File: src/irq_stretch_timer.sv
/*
  Interrupt pulse stretcher
  Holds irq high for STRETCH_CYCLES cycles after the latest trigger
*/
`timescale 1ns/1ps

module irq_stretch_timer #(
  parameter int STRETCH_CYCLES = 8
) (
  input  logic bus_clk,
  input  logic bus_rst,
  input  logic trigger,
  output logic irq
);

  localparam int cnt_w = $clog2(STRETCH_CYCLES + 1);

  logic [cnt_w-1:0] count;

  // ------------------------------
  // Down counter
  // ------------------------------
  always_ff @(posedge bus_clk) begin
    if (bus_rst) begin
      count <= '0;
    end else if (trigger) begin
      // A new event restarts the full hold time
      count <= cnt_w'(STRETCH_CYCLES);
    end else if (count != '0) begin
      count <= count - cnt_w'(1);
    end
  end

  assign irq = (count != '0);

endmodule

File: config.mk
export PLATFORM = sky130hd
export DESIGN_NAME = irq_stretch_timer
export DESIGN_NICKNAME = d
export VERILOG_FILES = /design/src/irq_stretch_timer.sv
export SDC_FILE = /design/constraint.sdc
export NUM_CORES = 1
export LEC_CHECK = 0
export ABC_AREA = 1
export BUFFER_PORTS_ARGS = -buffer_cell sky130_fd_sc_hd__buf_2
export CAP_MARGIN = 25
export CORE_AREA = 2 2 39 41
export DETAILED_ROUTE_END_ITERATION = 10
export DIE_AREA = 0 0 41 43
export RECOVER_POWER = 50
export SYNTH_ARGS = -nofsm -noshare
export SYNTH_HDL_FRONTEND = slang
export SYNTH_SLANG_ARGS = --single-unit
export TNS_END_PERCENT = 5
File: constraint.sdc
create_clock -name bus_clk -period 2.76 [get_ports bus_clk]
set_input_delay 0.138 -clock bus_clk [delete_from_list [all_inputs] [get_ports bus_clk]]
set_output_delay 0.138 -clock bus_clk [all_outputs]
set_load 0.05 [all_outputs]
==> Yosys cells after proc, flatten, opt, wreduce, memory -nomap -nowiden <==
Index checks and enable logic that the tools add are counted.
Widths: inputs -> output; s select.
{ "word_totals": {"reg_bits": 4, "in_bits": 3, "out_inout_bits": 1, "word_cells": 8} }
{ "op_classes": {"addsub": 1, "mux": 2, "reduce_logical": 3} }
{ "ops": {"columns": ["operator", "n"], "rows": [
  ["$mux 4", 2],
  ["$reduce_bool 4->1", 1],
  ["$sub 4x1->4 const B", 1],
  ["$reduce_bool 2->1", 1],
  ["$reduce_or 2->1", 1]
]} }

==> Depth between registers and ports, before layout <==
{ "logic_depth": {"word_depth": 3, "ltp_mapped": 6, "ltp_nobuf": 6} }

==> Worst setup path before layout <==
Ideal clock, no wire load.
{ "synth_path": {"path_kind": "flip-flop to flip-flop", "from": "reg count[0]", "to": "reg count[3]", "setup_ns": 0.070, "arrival_ns": 1.084, "setup_slack_ns": 1.606, "stages_incl_launch_ff": 6, "path_buffers": 0, "synth_period_minus_slack_ns": 1.154, "cell_sequence": "dfxtp_1 inv_1 ha_1 nand2_2 nand3_1 a21oi_1"} }
{ "synth_between": {"word_cells_on_any_way": 5} }
{ "synth_lines": {"columns": ["item", "line_no", "rtl"], "rows": [
  ["start: declaration", "18", "logic [cnt_w-1:0] count;"],
  ["start signal: assignment", "28", "count <= cnt_w'(STRETCH_CYCLES);"],
  ["start signal: assignment", "30", "count <= count - cnt_w'(1);"],
  ["$reduce_bool 4->1", null, null],
  ["via irq", "13", "output logic irq"],
  ["$reduce_bool 2->1 (no source line)", null, null]
]} }
The timed path passes the listed nets, and every way through them passes these cells. The select of a mux whose other input is x is not followed.
A chain may end at the register's enable or synchronous reset.

==> Worst setup path in the final report <==
{ "layout_path": {"from": "reg count[0]", "to": "out irq"} }
{ "layout_between": {"elab_chain_len": 1} }
{ "layout_rtl": {"columns": ["item", "line_no", "rtl"], "rows": [
  ["$reduce_bool 4->1", "34", "assign irq = (count != '0);"],
  ["end: declaration", "13", null]
]} }
Every way passes these cells.

==> flow_metrics.env <==
export IMPL_power_density_mw_per_mm2=763
export IMPL_clock_path_buffers=2
export IMPL_power_switching_share_pct=34.3
export IMPL_global_route_usage_met3_pct=4.71
export IMPL_drive_gt1_share_pct=24.2
export IMPL_worst_r2r_cell_count=6
export IMPL_reg2reg_slack_ps=1670
export IMPL_hold_path_depth=2
export IMPL_rr_startpoint="count[0]"
export IMPL_report_final_setup_viol=0
export IMPL_netlist_cell_type_count=14
export IMPL_place_area_sq_um=246
export IMPL_worstReg2RegEnd="count[0]"
export IMPL_drc=0
export IMPL_die_width_um=41
export IMPL_synth_area_leader_cell="sky130_fd_sc_hd__dfxtp_1"
export IMPL_internal_power_mw=0.134
export IMPL_timing_max_cap_violations=0
export IMPL_cts_repair_resized=0
export IMPL_core_region_area_sq_mm=0.00138
export IMPL_num_antenna_cells=0
export IMPL_grt_pass1_wl_um=586
export IMPL_numPlacedInstances=46
export IMPL_cts_num_sinks=4
export IMPL_maximum_clock_skew_at_final_layout_ps=1.07
export IMPL_globalRouteTotalUtil_pct=5.62
export IMPL_holdCritStartpoint="bus_rst"
export IMPL_pwr_share_seq_pct=34.4
export IMPL_mappedNetlistNets=32
export IMPL_synthArstFlopShare_pct=0
export IMPL_die_h_um=43
export IMPL_hold_end="count[3]"
export IMPL_grt_overflow=0
export IMPL_syn_mean_instance_area_sq_um=7.83
export IMPL_vias=171
export IMPL_insertion_delay_ps=230
export IMPL_power_static_leakage_nw=0.125
export IMPL_tritoncts="yes"
export IMPL_dieArea_sq_mm=0.00176
export IMPL_global_route_peak_usage_layer="met2"
export IMPL_tritoncts_num_buffers=3
export IMPL_final_setup_tns_ps=0
export IMPL_grt_setup_unrepaired="false"
export IMPL_max_slew_worst_pin_slew_ps=247
export IMPL_routed_wl_per_cell_um=6.92
export IMPL_hold_path_class="input pin to flop"
export IMPL_layout_cells_non_filler=49
export IMPL_initial_antenna_violation_count=0
export IMPL_cts_hold_buffers_added=0
export IMPL_placement_io_buffers=3
export IMPL_synth_flop_cell="sky130_fd_sc_hd__dfxtp_1"
export IMPL_worst_setup_ep_type="primary output"
export IMPL_area_growth_pct=26.0
export IMPL_hold_viol=0
export IMPL_grt_use_met2_pct=7.19
export IMPL_power_share_combinational_pct=29.6
export IMPL_crit_path_max_fanout=6
export IMPL_detailedPlacementHpwl_um=258
export IMPL_cts_clk_slew_worst_paths_ps=40
export IMPL_max_ffs_per_register=4
export IMPL_period_minus_slack_ps=1450
export IMPL_cts_max_level=1
export IMPL_final_net_count=40
export IMPL_synth_enable_flop_cells=0
export IMPL_critPathArrivalTime_ps=1310
export IMPL_slew_viol_final=0
export IMPL_synthesis_area_sq_um=211
export IMPL_critical_path_class="flop to primary output"
export IMPL_cts_root_buffer_cell="sky130_fd_sc_hd__clkbuf_4"
export IMPL_synth_common_cells="sky130_fd_sc_hd__dfxtp_1, sky130_fd_sc_hd__inv_1, sky130_fd_sc_hd__nand2_1"
export IMPL_share_of_the_yosys_chip_area_belonging_to_registers_pct=37.9
export IMPL_setup_worst_path_start_class="flop"
export IMPL_final_design_area_no_fill_sq_um=267
export IMPL_post_route_period_util_pct=52.6
export IMPL_drt_wl_total_um=339
export IMPL_vias_per_cell=3.49
export IMPL_clock_power_share_pct=36.0
export IMPL_outcome="finished clean"
export IMPL_floorplan_rows=14
export IMPL_final_core_util_pct=19.3
export IMPL_drt_first_pass_iters=1
export IMPL_achievable_frequency_ghz=0.688
export IMPL_synth_yosys_warnings=0
export IMPL_worst_ir_drop_vdd_mv=0.227
export IMPL_post_synth_main_area_contributors="sky130_fd_sc_hd__dfxtp_1, sky130_fd_sc_hd__ha_1, sky130_fd_sc_hd__inv_1"
export IMPL_initialDrtViolationCount=0
export IMPL_routabilityCongestion=0.696
export IMPL_antenna_violating_nets_post_route=0
export IMPL_yosysTopAreaCellShare_pct=37.9
export IMPL_cts_repair_timing_setup_buffer_count=0
export IMPL_initial_util_pct=15.3
export IMPL_top_register="count"
export IMPL_ys_ff_latch=4
export IMPL_registers_with_the_most_flip_flops="count (4)"
export IMPL_postSynthCellCount=27
export IMPL_grt_use_met1_pct=4.82
export IMPL_worst_ep_required_time_ps=2620
export IMPL_grt_max_degree=7
export IMPL_design_portCount=4
export IMPL_power_switching_mw=0.0697
export IMPL_number_of_global_route_vias_before_repair=179
export IMPL_slew_headroom_pct=83.6
-- layer usage --
metal	wire length, um	vias up
met5	0	-
met4	0	0
met3	25	0
met2	161	4
met1	152	71
li1	-	96
-- layout make-up --
| cell class | count | area [sq um] |
|---|---|---|
| Fill cell | 153 | 1120 |
| Multi-Input combinational cell | 18 | 110 |
| Sequential cell | 4 | 80.1 |
| Clock buffer | 3 | 22.5 |
| Tap cell | 16 | 20.0 |
| Inverter | 5 | 18.8 |
| Timing Repair Buffer | 3 | 15.0 |
-- cell families after synthesis --
| logic type | after synthesis | share of synthesized area [%] |
|---|---|---|
| AOI/OAI and AO/OA | 3 | 10.7 |
| xor gates and xnor gates | 1 | 4.14 |
| adders and majority gates | 2 | 11.8 |
| buffers and inverters | 5 | 8.87 |
| DFF | 4 | 37.9 |
| and+or+nand+nor | 12 | 26.6 |
-- per-stage QoR --
| step | setup WS [ps] | hold slack [ps] | total power, mW |
|---|---|---|---|
| after detailed placement | 1590 | 309 | 0.135 |
| after CTS | 1330 | 52.2 | 0.213 |
| final | 1310 | 66.9 | 0.203 |
| after global placement | 1600 | 303 | 0.134 |
| after floorplan | 1610 | 207 | 0.123 |
| after global routing | 1190 | 59.9 | 0.222 |
-- cells in the final DEF (no fill, tap or decap) --
| cell type | n |
|---|---|
| sky130_fd_sc_hd__nor2_1 | 2 |
| sky130_fd_sc_hd__dfxtp_1 | 4 |
| sky130_fd_sc_hd__or2_1 | 1 |
| sky130_fd_sc_hd__ha_1 | 2 |
| sky130_fd_sc_hd__a211oi_2 | 1 |
| sky130_fd_sc_hd__nand3_1 | 2 |
| sky130_fd_sc_hd__inv_1 | 5 |
| sky130_fd_sc_hd__buf_2 | 3 |
| sky130_fd_sc_hd__nor3_1 | 1 |
| sky130_fd_sc_hd__clkbuf_4 | 3 |
| sky130_fd_sc_hd__nor2_2 | 1 |
| sky130_fd_sc_hd__xnor2_1 | 1 |
| sky130_fd_sc_hd__nand2_1 | 5 |
| sky130_fd_sc_hd__a21oi_1 | 2 |
-- worst max-delay path, stage by stage (launching register included) --
cell and delay [ps]:
sky130_fd_sc_hd__dfxtp_1 310, sky130_fd_sc_hd__inv_1 90, sky130_fd_sc_hd__ha_1 200, sky130_fd_sc_hd__nand2_1 170, sky130_fd_sc_hd__buf_2 300
-- worst max-delay path by stage --
| stage | from | to | slack (ps) | cells after the start |
|---|---|---|---|---|
| floorplan | count[0] | count[3] | 1610 | 5 |
| global placement | count[0] | irq | 1600 | 4 |
| detailed placement | count[0] | irq | 1590 | 4 |
| CTS | count[0] | irq | 1330 | 4 |
| global route | count[0] | irq | 1190 | 4 |
| finish | count[0] | irq | 1310 | 4 |
-- power groups by stage --
stage / registers, mW / logic, mW / clock network, mW
after detailed placement: 0.0709 / 0.0642 / 0
final: 0.0700 / 0.0603 / 0.0731
after global routing: 0.0707 / 0.0693 / 0.0825
after floorplan: 0.0701 / 0.0530 / 0
after global placement: 0.0708 / 0.0631 / 0
after CTS: 0.0699 / 0.0644 / 0.0791
Note: power is estimated with default switching activity, not from simulation.
