File: src/board_ctrl_pkg.sv
/*
  Board control shared definitions
  Bus widths, register map and button FSM state encoding
*/
package board_ctrl_pkg;

  // ------------------------------
  // Widths
  // ------------------------------
  parameter int data_w        = 32;
  parameter int addr_w        = 4;

  // Per-channel front-end word, low bit first:
  // tx_enable_a, tx_enable_b, txrx_v1, txrx_v2, rx_v1, rx_v2,
  // led_rx, led_txrx_rx, led_txrx_tx
  parameter int fe_ctrl_w     = 9;

  // Reference status, low bit first: reflck, is_pps, is_10meg, plllck
  parameter int tcxo_status_w = 4;

  typedef logic [data_w-1:0]    data_t;
  typedef logic [fe_ctrl_w-1:0] fe_ctrl_t;

  // ------------------------------
  // Register map
  // ------------------------------
  typedef enum logic [addr_w-1:0] {
    addr_ctrl0     = 4'd0,
    addr_ctrl1     = 4'd1,
    // Bit 0 press, bit 1 release
    addr_irq_mask  = 4'd2,
    // Read only, pps level above the tcxo bits
    addr_status    = 4'd3,
    // Read only, free running PPS edge count
    addr_pps_count = 4'd4
  } reg_addr_e;

  // ------------------------------
  // Button FSM states
  // ------------------------------
  typedef enum logic [1:0] {
    st_released,
    st_press_seen,
    st_pressed,
    st_release_seen
  } button_state_e;

endpackage

File: src/signal_sync.sv
/*
  Synchronizers for GPS PPS and the reference clock status bits
  Also counts PPS rising edges after synchronization
*/
`timescale 1ns/1ps

module signal_sync import board_ctrl_pkg::*; (
  input  logic                     bus_clk,
  input  logic                     bus_rst,
  input  logic                     gps_pps,
  input  logic [tcxo_status_w-1:0] tcxo_status,
  output logic                     pps_level,
  output data_t                    pps_count,
  output logic [tcxo_status_w-1:0] status_sync
);

  logic [2:0]               pps_reg;
  logic                     pps_prev;
  logic [tcxo_status_w-1:0] st_rsync;

  // ------------------------------
  // PPS path
  // ------------------------------
  always_ff @(posedge bus_clk) begin
    if (bus_rst) begin
      pps_reg   <= '0;
      pps_prev  <= 1'b0;
      pps_count <= '0;
    end else begin
      pps_reg  <= {pps_reg[1:0], gps_pps};
      pps_prev <= pps_reg[2];
      // Wraps at full width
      if (pps_reg[2] && !pps_prev) begin
        pps_count <= pps_count + data_w'(1);
      end
    end
  end

  assign pps_level = pps_reg[2];

  // Status bits come from the reference clock domain
  always_ff @(posedge bus_clk) begin
    if (bus_rst) begin
      st_rsync    <= '0;
      status_sync <= '0;
    end else begin
      st_rsync    <= tcxo_status;
      status_sync <= st_rsync;
    end
  end

endmodule

File: config.mk
export PLATFORM = sky130hd
export DESIGN_NAME = signal_sync
export DESIGN_NICKNAME = d
export VERILOG_FILES = /design/src/board_ctrl_pkg.sv /design/src/signal_sync.sv
export SDC_FILE = /design/constraint.sdc
export NUM_CORES = 1
export LEC_CHECK = 0
export BUFFER_PORTS_ARGS = -buffer_cell sky130_fd_sc_hd__buf_2
export CORE_ASPECT_RATIO = 0.7
export CORE_MARGIN = 2
export CORE_UTILIZATION = 53
export DETAILED_ROUTE_END_ITERATION = 10
export GPL_ROUTABILITY_DRIVEN = 0
export PLACE_DENSITY = 0.79
export SYNTH_ARGS = -nofsm -noshare
export SYNTH_HDL_FRONTEND = slang
export SYNTH_SLANG_ARGS = --single-unit
File: constraint.sdc
create_clock -name bus_clk -period 2.19 [get_ports bus_clk]
set_clock_uncertainty 0.15 [all_clocks]
set_input_delay 0.219 -clock bus_clk [delete_from_list [all_inputs] [get_ports bus_clk]]
set_output_delay 0.219 -clock bus_clk [all_outputs]
set_load 0.01 [all_outputs]
Yosys cells after proc, flatten, opt, wreduce, memory -nomap -nowiden

Cells that the tools add are included.

Bits in registers: 44
Bits in latches: 0
Memory bits (writable): 0
Bits in read-only memories: 0
Output and inout port bits: 37
Logic and storage cells: 8
Memories: 0

Add/subtract/negate cells: 1
$mul: 0
Div/mod/pow operators: 0
Magnitude comparators: 0
Equality and inequality tests: 0
Shift-type cells: 0
Mux-type cells: 0
Bitwise operators: 0
Reduce and logical (&&, ||, !) cells: 2

Operators by type and width:

| operator                | number |
|---|---|
| $add A32 B1 Y32 const B | 1 |
| $logic_and A1 B1 Y1     | 1 |
| $logic_not A1 Y1        | 1 |

Depth between registers and ports, before layout

Depth in word-level cells: 2
Depth in mapped cells: 7
Depth with buffers taken out: 6

Worst setup path after synthesis

Ideal clock, no wire load.

Kind: register to register
From: register pps_count[0]
To: register pps_count[30]
Setup time: 0.128 ns
Arrival: 1.574 ns
Path slack: 0.339 ns
Stages on the path, launching flop included: 8
Path buffers: 1
Cell sequence: dfxtp_1 ha_1 and4b_1 nand4_2 buf_6 nor4_2 xnor2_1 nor2_1

Word-level cells in the longest chain between the ends: 1

RTL lines:

| element                | RTL line          | RTL |
|---|---|---|
| start, declared        | signal_sync.sv:13 | `output data_t pps_count,` |
| start signal, assigned | signal_sync.sv:34 | `pps_count <= pps_count + data_w'(1);` |
| $add A32 B1 Y32        | signal_sync.sv:34 |  |

No other way between the ends.
A chain may end at the register's enable or synchronous reset.

Final worst setup path

From: register pps_count[0]
To: register pps_count[28]

Same word-level chain as after synthesis.

==> metrics list <==
* Result of the run: completed
- CTS Root Buffer Type: sky130_fd_sc_hd__clkbuf_8
- Global route total overflow: 0
- Power per cell area: 624 nW/µm²
- The floorplan has 18 rows.
- Width of the die: 75.7 µm
- Measured along the y axis, the die boundary spans 54.2 µm.
- STA classifies the critical path endpoint as a flip-flop.
- Total number of nets in the final design: 254
- Based on the critical path, the design can be clocked at up to 519 MHz.
* Worst slew slack as a fraction of its limit: 81.1%
- For this run, the total global-route usage over all layers was measured as 19.4%.
- Critical Path RT: 2.22 ns
- The routed layout has 1462 vias.
- Register with the highest flop count: pps_count
- Max FFs per register: 32
- Total setup violations reported at the end of the flow: 0
- Setup repair after global routing left no endpoint under its margin.
- Syn Inst Count: 192
- The first detailed-routing pass took 4 iterations.
- Total count of max-transition violations in the final report: 0
- The number of nets in the synthesized netlist is 200.
- HPWL after detailed placement: 2460 µm
- Number of warning messages in the yosys log: 0
* Hold WC Path Type: primary input to flip-flop
- Share of layout cells above drive strength 1: 31.2%
- Category of the worst setup path launch point: flip-flop
- In the final timing run, aggregate negative setup slack is 0 ns.
- Synth-to-Final Area Change: 23.1%
- After clock tree synthesis, the clock-pin slew on the worst setup and hold paths is 0.08 ns.
* Highest ir drop seen on vdd: 425 µV
- Critical path start-end classification: flip-flop to flip-flop
- Leading register cell type out of synthesis: sky130_fd_sc_hd__dfxtp_1
- After detailed routing, the number of vias per cell comes to 4.92.
* Die area: 4100 µm²
- Maximum number of pins on one net before global-route repair: 26
* Sequential share of the synthesized area: 46.2%
- Hold violation count in the final report: 0
- Later-pin clock latency in the skew report: 0.29 ns
- First-iteration detailed-routing DRC count: 97
* Total DRC errors in the routed layout: 0
- Once detail routing completed, the nets flagged for antenna violations numbered 0.
* Flop and latch count out of synthesis: 44
- Count of distinct cell types in the synthesized netlist: 32
- WL/cell: 11.7 µm
- The tree built by TritonCTS fans out to 44 sinks.
* Layout Utilization: 67.2%
- Vias in the first global route: 1326
* Number of antenna violations at the first check in global routing: 0
- Crit path max fanout: 11
- Pin slew with the least headroom to its limit: 0.281 ns
- The largest registers in the layout are pps_count (32), st_rsync (4), status_sync (4).
- The repair_antennas step left the layout with diodes totalling 0.
- The clock period could shrink to 1.93 ns.
- TritonCTS built the clock tree.
- Dividing the synthesized area by the synthesized cell count gives 9.93 µm².
* Post-route fraction of the period consumed by the critical path: 87.9%
- Max-cap violation count: 0
* Wirelength, routed: 3490 µm
* Cell Area, Synth: 1910 µm²
* Arrival time of the worst setup path: 1.96 ns
- Yosys mapped a number of flops with a built-in enable equal to 0.
- Effective utilization at floorplan: 54.6%
- Synth async-reset ratio: 0%
* Floorplan core area: 3490 µm²
- The analysis attributes to cell leakage a power of 0.996 nW.
- The number of clock buffers added by TritonCTS is 5.
- I/O Buffers: 43
- Max Root-Sink Buffers: 2
* H-tree depth reported by CTS: 2
- IO Count: 44
- Once the clock tree was built, the setup fixing pass inserted 0 buffers.
- The first global-routing pass estimated 5890 µm of wire.
-- cells by family after synthesis --
family                   after synthesis  synth area share, %
AO/OA/AOI/OAI                          6                 1.57
buffers and inverters                 14                 4.53
multiplexers                           4                 2.30
XOR/XNOR                              25                 11.5
AND/OR/NAND/NOR                       98                 33.3
adder cells (fa/ha/maj)                1                0.656
flip-flops                            44                 46.2
-- through the flow --
| step | std cells | instance area, µm² | total power (W) | hold slack (ns) | setup slack [ns] |
|---|---|---|---|---|---|
| global placement | 284 | 2180 | 0.000868 | 0.268 | 0.275 |
| global route | 297 | 2350 | 0.00153 | 0.226 | 0.0952 |
| CTS | 297 | 2340 | 0.00148 | 0.205 | 0.163 |
| finish | 297 | 2350 | 0.00147 | 0.205 | 0.264 |
| detailed placement | 284 | 2180 | 0.000869 | 0.273 | 0.183 |
| floorplan | 192 | 1910 | 0.000856 | 0.197 | 0.339 |
-- layer usage --
metal / track usage [%] / routed length [µm] / vias to the layer above
met3: 5.81 / 189 / 4
li1: - / - / 752
met4: 6.14 / 26 / 0
met2: 28.7 / 1490 / 37
met5: 0 / 0 / -
met1: 27.0 / 1780 / 669
-- critical path, cell delays in order (launching register included) --
cell	delay [ns]
sky130_fd_sc_hd__dfxtp_1	0.39
sky130_fd_sc_hd__ha_1	0.18
sky130_fd_sc_hd__and4b_1	0.32
sky130_fd_sc_hd__nand4_4	0.23
sky130_fd_sc_hd__nor4_2	0.33
sky130_fd_sc_hd__xnor2_1	0.16
sky130_fd_sc_hd__nor2_1	0.05
-- worst paths after layout --
| path | from | end | slack [ns] | cells past startpoint |
|---|---|---|---|---|
| hold / removal | bus_rst | st_rsync[3]$_SDFF_PP0_ | 0.21 | 3 |
| setup reg to reg | pps_count[0]$_SDFFE_PP0P_ | pps_count[28]$_SDFFE_PP0P_ | 0.26 | 6 |
| setup / recovery | pps_count[0]$_SDFFE_PP0P_ | pps_count[28]$_SDFFE_PP0P_ | 0.26 | 6 |
| hold reg to reg | st_rsync[0]$_SDFF_PP0_ | status_sync[0]$_SDFF_PP0_ | 0.29 | 1 |
-- timing repair --
item / 4_1_cts / 5_1_grt
hold endpoints to repair: 5 / 0
endpoints found under the setup margin: 0 / 1
gates resized for setup: 0 / 1
hold buffers: 5 / 0
-- placed cells by master, fill, tap and decap left out, types with 4 or more instances in the layout --
cell type                        n
sky130_fd_sc_hd__xor2_1          6
sky130_fd_sc_hd__nand3_1         8
sky130_fd_sc_hd__inv_1           5
sky130_fd_sc_hd__nand2_1         8
sky130_fd_sc_hd__dlygate4sd3_1   5
sky130_fd_sc_hd__nand4_1         4
sky130_fd_sc_hd__clkbuf_8        5
sky130_fd_sc_hd__dfxtp_1        44
sky130_fd_sc_hd__xnor2_1        19
sky130_fd_sc_hd__buf_2          43
sky130_fd_sc_hd__nor2b_1        16
sky130_fd_sc_hd__nor2_1         30
sky130_fd_sc_hd__nor4_2          6
sky130_fd_sc_hd__buf_4           8
sky130_fd_sc_hd__nor3_1          5
-- final cells by class --
cell class	instances	area, µm²
clock buffer	5	68.8
clock inverter	3	42.5
fill	291	1140
inverter	5	18.8
multi-input combinational	134	948
sequential	44	881
tap	50	62.6
timing repair buffer	56	325
-- synthesized netlist by cell type, types with 2 or more instances --
cell type,n,area share (%)
sky130_fd_sc_hd__a21oi_1,3,0.79
sky130_fd_sc_hd__and3_1,2,0.66
sky130_fd_sc_hd__and4_1,3,1.4
sky130_fd_sc_hd__and4_4,2,1.2
sky130_fd_sc_hd__buf_6,4,2.4
sky130_fd_sc_hd__clkbuf_1,4,0.79
sky130_fd_sc_hd__dfxtp_1,44,46
sky130_fd_sc_hd__inv_1,5,0.98
sky130_fd_sc_hd__mux2_1,3,1.8
sky130_fd_sc_hd__nand2_1,8,1.6
sky130_fd_sc_hd__nand3_1,8,2.1
sky130_fd_sc_hd__nand4_1,4,1.3
sky130_fd_sc_hd__nand4_2,3,2.0
sky130_fd_sc_hd__nor2_1,30,5.9
sky130_fd_sc_hd__nor2b_1,16,5.2
sky130_fd_sc_hd__nor3_1,5,1.3
sky130_fd_sc_hd__nor4_2,6,3.9
sky130_fd_sc_hd__o21ai_0,3,0.79
sky130_fd_sc_hd__or3_1,3,0.98
sky130_fd_sc_hd__xnor2_1,19,8.7
sky130_fd_sc_hd__xor2_1,6,2.8
-- report_power, final --
part	total, W	leakage, nW	internal, W	switching [W]
Clock	0.000609	0.0541	0.000337	0.000272
Combinational	0.0000445	0.585	0.0000222	0.0000223
Sequential	0.000812	0.357	0.000809	0.00000275
Total	0.00147	0.996	0.00117	0.000297
No activity file was read; power rests on OpenSTA's default activity.
