==> src/board_ctrl_pkg.sv <==
/*
  Board control shared definitions
  Bus widths, register map and button FSM state encoding
*/
package board_ctrl_pkg;

  // ------------------------------
  // Widths
  // ------------------------------
  parameter int data_w        = 32;
  parameter int addr_w        = 4;

  // Per-channel front-end word, low bit first:
  // tx_enable_a, tx_enable_b, txrx_v1, txrx_v2, rx_v1, rx_v2,
  // led_rx, led_txrx_rx, led_txrx_tx
  parameter int fe_ctrl_w     = 9;

  // Reference status, low bit first: reflck, is_pps, is_10meg, plllck
  parameter int tcxo_status_w = 4;

  typedef logic [data_w-1:0]    data_t;
  typedef logic [fe_ctrl_w-1:0] fe_ctrl_t;

  // ------------------------------
  // Register map
  // ------------------------------
  typedef enum logic [addr_w-1:0] {
    addr_ctrl0     = 4'd0,
    addr_ctrl1     = 4'd1,
    // Bit 0 press, bit 1 release
    addr_irq_mask  = 4'd2,
    // Read only, pps level above the tcxo bits
    addr_status    = 4'd3,
    // Read only, free running PPS edge count
    addr_pps_count = 4'd4
  } reg_addr_e;

  // ------------------------------
  // Button FSM states
  // ------------------------------
  typedef enum logic [1:0] {
    st_released,
    st_press_seen,
    st_pressed,
    st_release_seen
  } button_state_e;

endpackage

==> src/button_fsm.sv <==
/*
  Power button edge detector
  Confirms each switch level on two samples, emits press and release pulses
*/
`timescale 1ns/1ps

module button_fsm import board_ctrl_pkg::*; (
  input  logic bus_clk,
  input  logic bus_rst,
  input  logic onswitch_n,
  output logic press,
  output logic release_evt
);

  button_state_e state_q;
  button_state_e state_d;

  // Switch is active low
  always_comb begin
    state_d = state_q;
    case (state_q)
      st_released: begin
        if (!onswitch_n) begin
          state_d = st_press_seen;
        end
      end
      st_press_seen: begin
        // Second low sample confirms the press, otherwise a glitch
        state_d = onswitch_n ? st_released : st_pressed;
      end
      st_pressed: begin
        if (onswitch_n) begin
          state_d = st_release_seen;
        end
      end
      st_release_seen: begin
        state_d = onswitch_n ? st_released : st_pressed;
      end
      default: state_d = st_released;
    endcase
  end

  always_ff @(posedge bus_clk) begin
    if (bus_rst) begin
      state_q     <= st_released;
      press       <= 1'b0;
      release_evt <= 1'b0;
    end else begin
      state_q     <= state_d;
      // One cycle pulse on each confirmed transition
      press       <= (state_q == st_press_seen) && (state_d == st_pressed);
      release_evt <= (state_q == st_release_seen) && (state_d == st_released);
    end
  end

endmodule

==> config.mk <==
export PLATFORM = sky130hd
export DESIGN_NAME = button_fsm
export DESIGN_NICKNAME = d
export VERILOG_FILES = /design/src/board_ctrl_pkg.sv /design/src/button_fsm.sv
export SDC_FILE = /design/constraint.sdc
export NUM_CORES = 1
export LEC_CHECK = 0
export BUFFER_PORTS_ARGS = -buffer_cell sky130_fd_sc_hd__buf_2
export CORE_AREA = 4 4 41 43
export CTS_CLUSTER_DIAMETER = 30
export DETAILED_ROUTE_END_ITERATION = 7
export DIE_AREA = 0 0 45 47
export PLACE_DENSITY = 0.3
export SLEW_MARGIN = 20
export SYNTH_ARGS = -nofsm -noshare
export SYNTH_HDL_FRONTEND = slang
export SYNTH_SLANG_ARGS = --single-unit
export TNS_END_PERCENT = 10
==> constraint.sdc <==
create_clock -name bus_clk -period 1.3 [get_ports bus_clk]
set_input_delay 0.195 -clock bus_clk [delete_from_list [all_inputs] [get_ports bus_clk]]
set_output_delay 0.195 -clock bus_clk [all_outputs]
set_load 0.01 [all_outputs]
Yosys cells after proc, flatten, opt, wreduce, memory -nomap -nowiden:

Index checks and enable logic that the tools add are counted.

* eq/ne operators: 4
* muxes and demuxes: 4
* reductions and logical operators: 5

Operators by type and width (number)
* equality test 2 bit, second input constant: 3
* two-way mux 2 bit: 3
* one-hot mux 2 bit (3 select lines): 1
* logical NOT 2 bit: 2
* equality test 2 x 1 -> 1 bit, second input constant: 1
* logical AND 1 bit: 2
* OR reduction 2 bit: 1

* flip-flop bits (word level): 4
* word-level logic and storage cells: 16

Depth between registers and ports, before layout:

Gate-level depths: netlist of the first run.

* depth in word-level cells: 5
* depth in mapped cells: 2
* mapped depth without buffers: 2

Least setup slack after synthesis of the first run:

OpenSTA, ideal clock, no wires.

* kind: register to register
* start point: register state_q[1]
* end point: register state_q[1]
* library setup time: 0.066 ns
* arrival time: 0.699 ns
* required time: 1.234 ns
* path slack: 0.535 ns
* cell stages (with the launch flop): 3
* cells stage by stage: dfxtp_1 > or2b_1 > a21oi_2

* word-level cells in the longest chain between the ends: 3

Ends and longest elaborated chain
* start: declaration: line button_fsm.sv:15 `button_state_e state_q;`
* start signal: assignment: line button_fsm.sv:45 `state_q <= st_released;`
* start signal: assignment: line button_fsm.sv:49 `state_q <= state_d;`
* equality test 2 x 1 -> 1 bit or equality test 2 bit (tied branches): line button_fsm.sv:21 `case (state_q)`
* OR reduction 2 bit (no line)
* one-hot mux 2 bit (3 select lines) (*): line button_fsm.sv:21

Mark *: on every way between the ends. The rest lies on a longest branch, timed or not.
A chain may end at the register's enable or synchronous reset.

Worst setup path after layout of the first run:

* start point: register release_evt
* end point: output port release_evt

RTL lines
* start: declaration: line button_fsm.sv:12 `output logic release_evt`
* start signal: assignment: line button_fsm.sv:52 `release_evt <= (state_q == st_release_seen) && (state_d == st_released);`

No word-level cell between the ends.

==> metrics.md, run 1 <==
| Metric | Value |
|---|---|
| Status | `completed` |
| Synthesis Warnings | `0` |
| Avg Synthesized Cell Area | `10.39 sq um` |
| H-tree depth | `1` |
| Grt met3 use | `6.897%` |
| Row count | `13` |
| Final Hold Vio Count | `0` |
| Setup crit end | `release_evt` |
| Worst R2R Start | `state_q[1]$_SDFF_PP0_` |
| Core Region | `between 0.001 and 0.0015 sq mm` |
| Routed wire length | `approximately 230 um` |
| Leak | `0.08062 nW` |
| Period utilisation layout | `between 60 and 70%` |
| Placed cell areas | `about 170 sq um` |
| CP cell instances | `buf_2` |
| CP peak stage delay | `roughly 0.29 ns` |
| # diodes | `0` |
| Hold_buf cts | `0` |
| Final Util | `between 15 and 20%` |
| Worst reg-to-reg path cell count | `2` |
| Clk root buf | `clkbuf_4` |
| Layout area overhead | `45.37%` |
| Maxcap violations | `0` |
| RSZ-0062 raised after global routing | `false` |
| Buffers added on ports | `4` |
| DRT Pass-1 Iters | `4` |
| Synth area leaders | `dfxtp_1 59%, nand2b_1 9.3%, nor3_1 7.4%, a21oi_2 6.5%, xor2_1 6.5%` |
| Minimum clock period | `~0.84 ns` |
| Vias in the first global route | `98` |
| Crit path max-delay family | `flip-flops` |
| Flip-flop and latch count after synthesis | `4` |
| Area leader, netlist | `dfxtp_1` |
| Total CTS buffers | `3` |
| Post-route antenna net violation count | `0` |
| Design area | `just under 200 sq um` |
| Final setup violation count | `0` |
| Crit path depth | `1` |
| Worst Hold Class | `input pin to flip-flop` |
| Worst slew margin | `between 90% and 100%` |
| IO Pins | `5` |
| CP Max Fanout | `1` |
| Mapped Cells | `13` |
| Initial Util | `about a tenth` |
| Worst slew pin tran | `roughly 0.14 ns` |
| Req. time, crit path | `1.11 ns` |
| Critical path arrival | `0.64 ns` |
| GP Congestion | `0.6790` |
| Busiest grt layer | `met3` |
| Max Freq | `between 1000 and 1500 MHz` |
| Final Net Count | `25` |
| Largest net degree at the start of global routing | `5` |
| Die width | `~45 um` |
| Post-CTS Setup Repair Bufs | `0` |
| Synth Net Count | `16` |
| Global Route met1 Usage | `2.494%` |
| Synth Cell Area | `~140 sq um` |
| Flop2flop setup slack | `0.49 ns` |
| Cts repair resizes | `0` |
| Layout Skew | `around 0.002 ns` |
| GR Util All Layers | `3.315%` |
| Startpoint Class | `flip-flop` |
| Slowest cell on crit path | `dfxtp_1` |
| Critical path capture point type | `output pin` |
| Critical path origin | `release_evt$_SDFF_PP0_` |
| Routed len/inst | `between 6 and 7 um` |
| First-pass GRT wire length | `about 370 um` |
| Clock Latency Late Sink | `~0.23 ns` |
| Library cells used by synthesis | `8` |
| Peak supply drop | `0.0006223 V` |
| Final Max Tran Viols | `0` |
| Yosys top cell area share | `59.26%` |
| Layout cell share with drive strength beyond 1 | `between 40% and 50%` |
| Final TNS setup | `0 ns` |
| Global route overflow | `0` |
| PD cells | `between 1500 and 2000 mW/mm^2` |
| Worst Hold Launch | `bus_rst` |
| Die H | `between 40 and 50 um` |
| Sequential fraction of the synthesis area | `about three fifths` |
| Total die area | `0.002115 sq mm` |
| Most frequent cells in the layout | `4 x buf_2, 4 x dfxtp_1, 3 x clkbuf_4, 2 x nor3_1, 2 x nand2b_1` |
| Initial antenna violation count | `0` |
| Clock sinks | `4` |
| Initial DRC count | `5` |
| Clock transition at the registers of the reported paths | `approximately 0.040 ns` |
| Via count | `104` |
| CTS tree | `yes` |
| CP bufs+invs | `1` |
| Longest Clk Path Bufs | `2` |
| Fin Hold WS | `0.1445 ns` |
| Setup CP Type | `flip-flop to output pin` |
| Pwr Total | `just over 0.0003 W` |
| DR vias/cell | `just under 3` |
| Reg2reg end | `state_q[1]$_SDFF_PP0_` |
| DRC viols | `0` |
| M2 GR Usage | `2.825%` |
==> cell usage after synthesis, drive strengths merged <==
master and instances:
a21oi 1, nand2 1, or2b 1, nand2b 2
nor2 1, dfxtp 4, xor2 1, nor3 2
==> kinds of logic after synthesis <==
family / synth area share (%)
and+or+nand+nor: 27.77
xor gates and xnor gates: 6.483
AOI/OAI and AO/OA: 6.483
DFF: 59.26
==> per-layer routing <==
layer  wire (um)  up-vias
met5           0        -
met4           0        0
met3          42        0
met2          79        5
met1         107       40
li1            -       59
==> flip-flops by register name, indices dropped and copies added, names as in the netlist <==
| register | cells |
|---|---|
| state_q | 2 |
| release_evt | 1 |
| press | 1 |
==> power breakdown <==
group	internal [W]	switching [W]	total [W]
Clock	0.000103	0.0000472	0.000150
Sequential	0.000129	0.00000448	0.000134
Combinational	0.00000937	0.00000847	0.0000178
Total	0.000242	0.0000602	0.000302
==> how the worst min path moves through the flow <==
stage	to	slack (ns)	depth (start not counted)
3_5_place_dp	state_q[1]$_SDFF_PP0_	0.38	2
2_1_floorplan	state_q[1]$_SDFF_PP0_	0.26	1
6_report	state_q[1]$_SDFF_PP0_	0.14	2
5_1_grt	state_q[1]$_SDFF_PP0_	0.13	2
3_3_place_gp	state_q[1]$_SDFF_PP0_	0.38	2
4_1_cts	state_q[1]$_SDFF_PP0_	0.13	2
==> through the flow <==
stage / worst slack (ns) / std cells
2_1_floorplan: 0.5347 / 13
3_3_place_gp: 0.4993 / 32
3_5_place_dp: 0.4867 / 32
4_1_cts: 0.4429 / 35
5_1_grt: 0.4083 / 35
6_report: 0.4603 / 35
==> final cells by class <==
type / instances / area (sq um)
repair buffers: 4 / 20.02
flip-flops and latches: 4 / 80.08
well taps: 15 / 18.77
fillers: 151 / 1105
clock buffers: 3 / 22.52
multi-input cells: 9 / 55.05
No activity file was read; power rests on OpenSTA's default activity.
==> run 2, diff against run 1 <==
--- a/config.mk
+++ b/config.mk
@@ -5,6 +5,7 @@
 export SDC_FILE = /design/constraint.sdc
 export NUM_CORES = 1
 export LEC_CHECK = 0
+export ABC_AREA = 1
 export BUFFER_PORTS_ARGS = -buffer_cell sky130_fd_sc_hd__buf_2
 export CORE_AREA = 4 4 41 43
 export CTS_CLUSTER_DIAMETER = 30
==> constraint.sdc (replaced) <==
create_clock -name bus_clk -period 0.9 [get_ports bus_clk]
set_input_delay 0.135 -clock bus_clk [delete_from_list [all_inputs] [get_ports bus_clk]]
set_output_delay 0.135 -clock bus_clk [all_outputs]
set_load 0.01 [all_outputs]
==> run 2 against run 1 <==
  * Critical endpoint unchanged
  * Clock power grew 45%
  * Register-to-register slack lost 0.25 ns
  * Largest power group unchanged
  * Via count grew 20%
  * Routed wire length grew 13%
  * Sequential cell count is the same
  * Sequential power grew 45%
==> metrics.md, run 2 <==
| Metric | Value |
|---|---|
| Status | `completed (unchanged)` |
| Post-synthesis adder-cell area fraction | `0% (unchanged)` |
| Buffers added on ports | `4 (unchanged)` |
| Total die area | `0.002115 sq mm (unchanged)` |
| Final setup violation count | `0 (unchanged)` |
| CP bufs+invs | `1 (unchanged)` |
| Footprint of the multi-input gates | `56.30 sq um (was 55.05 sq um)` |
| Synth area leaders | `dfxtp_1 54%, nand2_1 10%, nor2_1 10%, nor2_4 7.6%, nand3_2 6.8% (was dfxtp_1 59%, nand2b_1 9.3%, nor3_1 7.4%, a21oi_2 6.5%, xor2_1 6.5%)` |
| GP Congestion | `0.6440 (was 0.6790)` |
| Critical path arrival | `0.64 ns (about the same)` |
| H-tree depth | `1 (unchanged)` |
| Synth Net Count | `21 (was 16)` |
| Fillers | `160 (was 151)` |
| Area leader, netlist | `dfxtp_1 (unchanged)` |
| CTS tree | `yes (unchanged)` |
| Initial Util | `11.35% (was 10.38%)` |
| Row count | `13 (unchanged)` |
| Area share of xor/xnor cells in the synthesized design | `0% (was 6.481%)` |
| Worst slew margin | `88.64% (was 90.82%)` |
| Die width | `45 um (unchanged)` |
| Top FF cell, synth | `dfxtp_1 (unchanged)` |
| Routed wire length | `259 um (was 230 um)` |
| Top reg by flops | `state_q (unchanged)` |
| CP peak stage delay | `0.29 ns (about the same)` |
| Worst slew pin tran | `0.1701 ns (was 0.1367 ns)` |
| Avg Synthesized Cell Area | `8.202 sq um (was 10.39 sq um)` |
| Synth Area in Compound Gates | `0% (was 6.481%)` |
| Minimum clock period | `slightly below 0.8 ns` |
| Synth top cells by count | `4 x dfxtp_1, 4 x nand2_1, 4 x nor2_1 (was 4 x dfxtp_1, 2 x nand2b_1, 2 x nor3_1)` |
| CP cell instances | `buf_2 (unchanged)` |
| Number of synthesized flops with an enable pin | `0 (unchanged)` |
| Post-CTS Setup Repair Bufs | `0 (unchanged)` |
| IO Pins | `5 (unchanged)` |
| Clock transition at the registers of the reported paths | `0.04 ns (about the same)` |
| Synth Cell Area | `147.6 sq um (was 135.1 sq um)` |
| Largest net degree at the start of global routing | `5 (unchanged)` |
| Initial antenna violation count | `0 (unchanged)` |
| Initial DRC count | `1 (was 5)` |
| First-pass GRT wire length | `379 um (was 365 um)` |
| Final Hold Vio Count | `0 (unchanged)` |
| Clk root buf | `clkbuf_4 (unchanged)` |
| Register area | `80.08 sq um (unchanged)` |
| Max reg flops | `2 (unchanged)` |
| Sequential fraction of the synthesis area | `54.24% (was 59.26%)` |
| Routed len/inst | `6.475 um (was 6.571 um)` |
| Mapped Cells | `18 (was 13)` |
| Most frequent cells in the layout | `4 x nor2_1, 4 x nand2_1, 4 x buf_2, 4 x dfxtp_1, 3 x clkbuf_4 (was 4 x buf_2, 4 x dfxtp_1, 3 x clkbuf_4, 2 x nor3_1, 2 x nand2b_1)` |
| Slowest cell on crit path | `dfxtp_1 (unchanged)` |
| Peak supply drop | `0.0007999 V (was 0.0006223 V)` |
| Clock Latency Late Sink | `0.23 ns (about the same)` |
| Longest Clk Path Bufs | `2 (unchanged)` |
| Core Region | `0.001301 sq mm (unchanged)` |
| Hold_buf cts | `0 (unchanged)` |
| Layout Skew | `0.0008453 ns (was 0.002040 ns)` |
| Die H | `47 um (unchanged)` |
| Final Max Tran Viols | `0 (unchanged)` |
| Crit path max-delay family | `flip-flops (unchanged)` |
| GR Util All Layers | `3.399% (was 3.315%)` |
| Critical path capture point type | `output pin (unchanged)` |
| Final Net Count | `30 (was 25)` |
| Total CTS buffers | `3 (unchanged)` |
| Startpoint Class | `flip-flop (unchanged)` |
| Mux contribution to synthesized area | `0% (unchanged)` |
| Non-filler cells, final | `40 (was 35)` |
| Ys async rst share | `0% (unchanged)` |
| Simple-gate share of the synthesized area | `38.14% (was 27.78%)` |
| Final Util | `16.06% (was 15.10%)` |
| Library cells used by synthesis | `8 (unchanged)` |
| Max Freq | `1282 MHz` |
| Final TNS setup | `0 ns (unchanged)` |
| Placed cell areas | `186.4 sq um (was 173.9 sq um)` |
| DRT Pass-1 Iters | `2 (was 4)` |
| Leak | `0.1065 nW (was 0.08062 nW)` |
| RSZ-0062 raised after global routing | `false (unchanged)` |
| Global route overflow | `0 (unchanged)` |
| Vias in the first global route | `100 (was 98)` |
| Largest registers | `state_q (2), press (1), release_evt (1) (unchanged)` |
| Fin Hold WS | `0.1157 ns (was 0.1445 ns)` |
| DRC viols | `0 (unchanged)` |
| Cells after DPL | `37 (was 32)` |
| CP Max Fanout | `1 (unchanged)` |
| Setup CP Type | `flip-flop to output pin (unchanged)` |
| Req. time, crit path | `0.76 ns (was 1.11 ns)` |
| Worst Hold Class | `input pin to flip-flop (unchanged)` |
| Design area | `209.0 sq um (was 196.4 sq um)` |
| Maxcap violations | `0 (unchanged)` |
| Clock sinks | `4 (unchanged)` |
| Layout cell share with drive strength beyond 1 | `40.00% (unchanged)` |
| DR vias/cell | `3.125 (was 2.971)` |
| # diodes | `0 (unchanged)` |
| Yosys top cell area share | `54.24% (was 59.26%)` |
| PD cells | `2100 mW/mm^2 (was 1537 mW/mm^2)` |
| Synthesis Warnings | `0 (unchanged)` |
| Post-route antenna net violation count | `0 (unchanged)` |
| Cts repair resizes | `0 (unchanged)` |
| Flip-flop and latch count after synthesis | `4 (unchanged)` |
| Layout area overhead | `41.52% (was 45.37%)` |
| Largest family of logic cells by synthesized area | `simple AND/OR/NAND/NOR gates (unchanged)` |
| Period utilisation layout | `86.65%` |
| Via count | `125 (was 104)` |
| Detail Placement HPWL | `about 200 um` |
-- run 2: cell types whose count changed after synthesis --
cell      previous run  this run
nand2_1              1         4
or2b_1               1         0
nor2_1               1         4
a21oi_2              1         0
nand3_1              0         1
nand2b_1             2         0
inv_2                0         1
nand3_2              0         1
nor3_1               2         0
inv_1                0         2
nor2_4               0         1
xor2_1               1         0
-- run 2: power by group --
group	internal (W)	switching [W]	total [W]
clock network	0.000149	0.0000684	0.000217
logic	0.0000123	0.0000157	0.0000280
registers	0.000186	0.00000757	0.000194
total	0.000347	0.0000916	0.000439
-- run 2: routing by layer --
layer	share of wire [%]	global-route usage, %	vias up
li1	-	-	67
met1	39	2.278	51
met2	36	3.107	7
met3	24	7.280	0
met4	0	1.754	0
met5	0	0	-
-- run 2: through the flow --
step                total power (W)  setup WS [ns]
finish                    0.0004389         0.1201
CTS                       0.0004518         0.1068
floorplan                 0.0002122         0.2724
detailed placement        0.0002246         0.2430
global route              0.0004800        0.06498
global placement          0.0002238         0.2528
-- run 2: worst reg2reg max path: stages (launching register included) --
cell and delay [ns]:
dfxtp_1 0.39, nor2_4 0.06, nand2_1 0.05, nand2_1 0.05
-- run 2: cells by family after synthesis --
group | after synthesis
and+or+nand+nor | 11
DFF | 4
buffers and inverters | 3
-- run 2: path summary, 6_finish.rpt --
kind         slack, ns  cells past startpoint                   start                     end
max               0.12                      1  release_evt$_SDFF_PP0_             release_evt
min               0.12                      2                 bus_rst  release_evt$_SDFF_PP0_
max reg2reg       0.24                      3   state_q[0]$_SDFF_PP0_   state_q[1]$_SDFF_PP0_
min reg2reg       0.47                      1   state_q[1]$_SDFF_PP0_        press$_SDFF_PP0_
-- run 2: area by class of cell --
| class | instances | area share, % |
|---|---|---|
| clock buffer | 3 | 10.78 |
| inverter | 3 | 5.389 |
| timing repair buffer | 4 | 9.581 |
| sequential | 4 | 38.32 |
| multi-input combinational | 11 | 26.95 |
| tap | 15 | 8.982 |
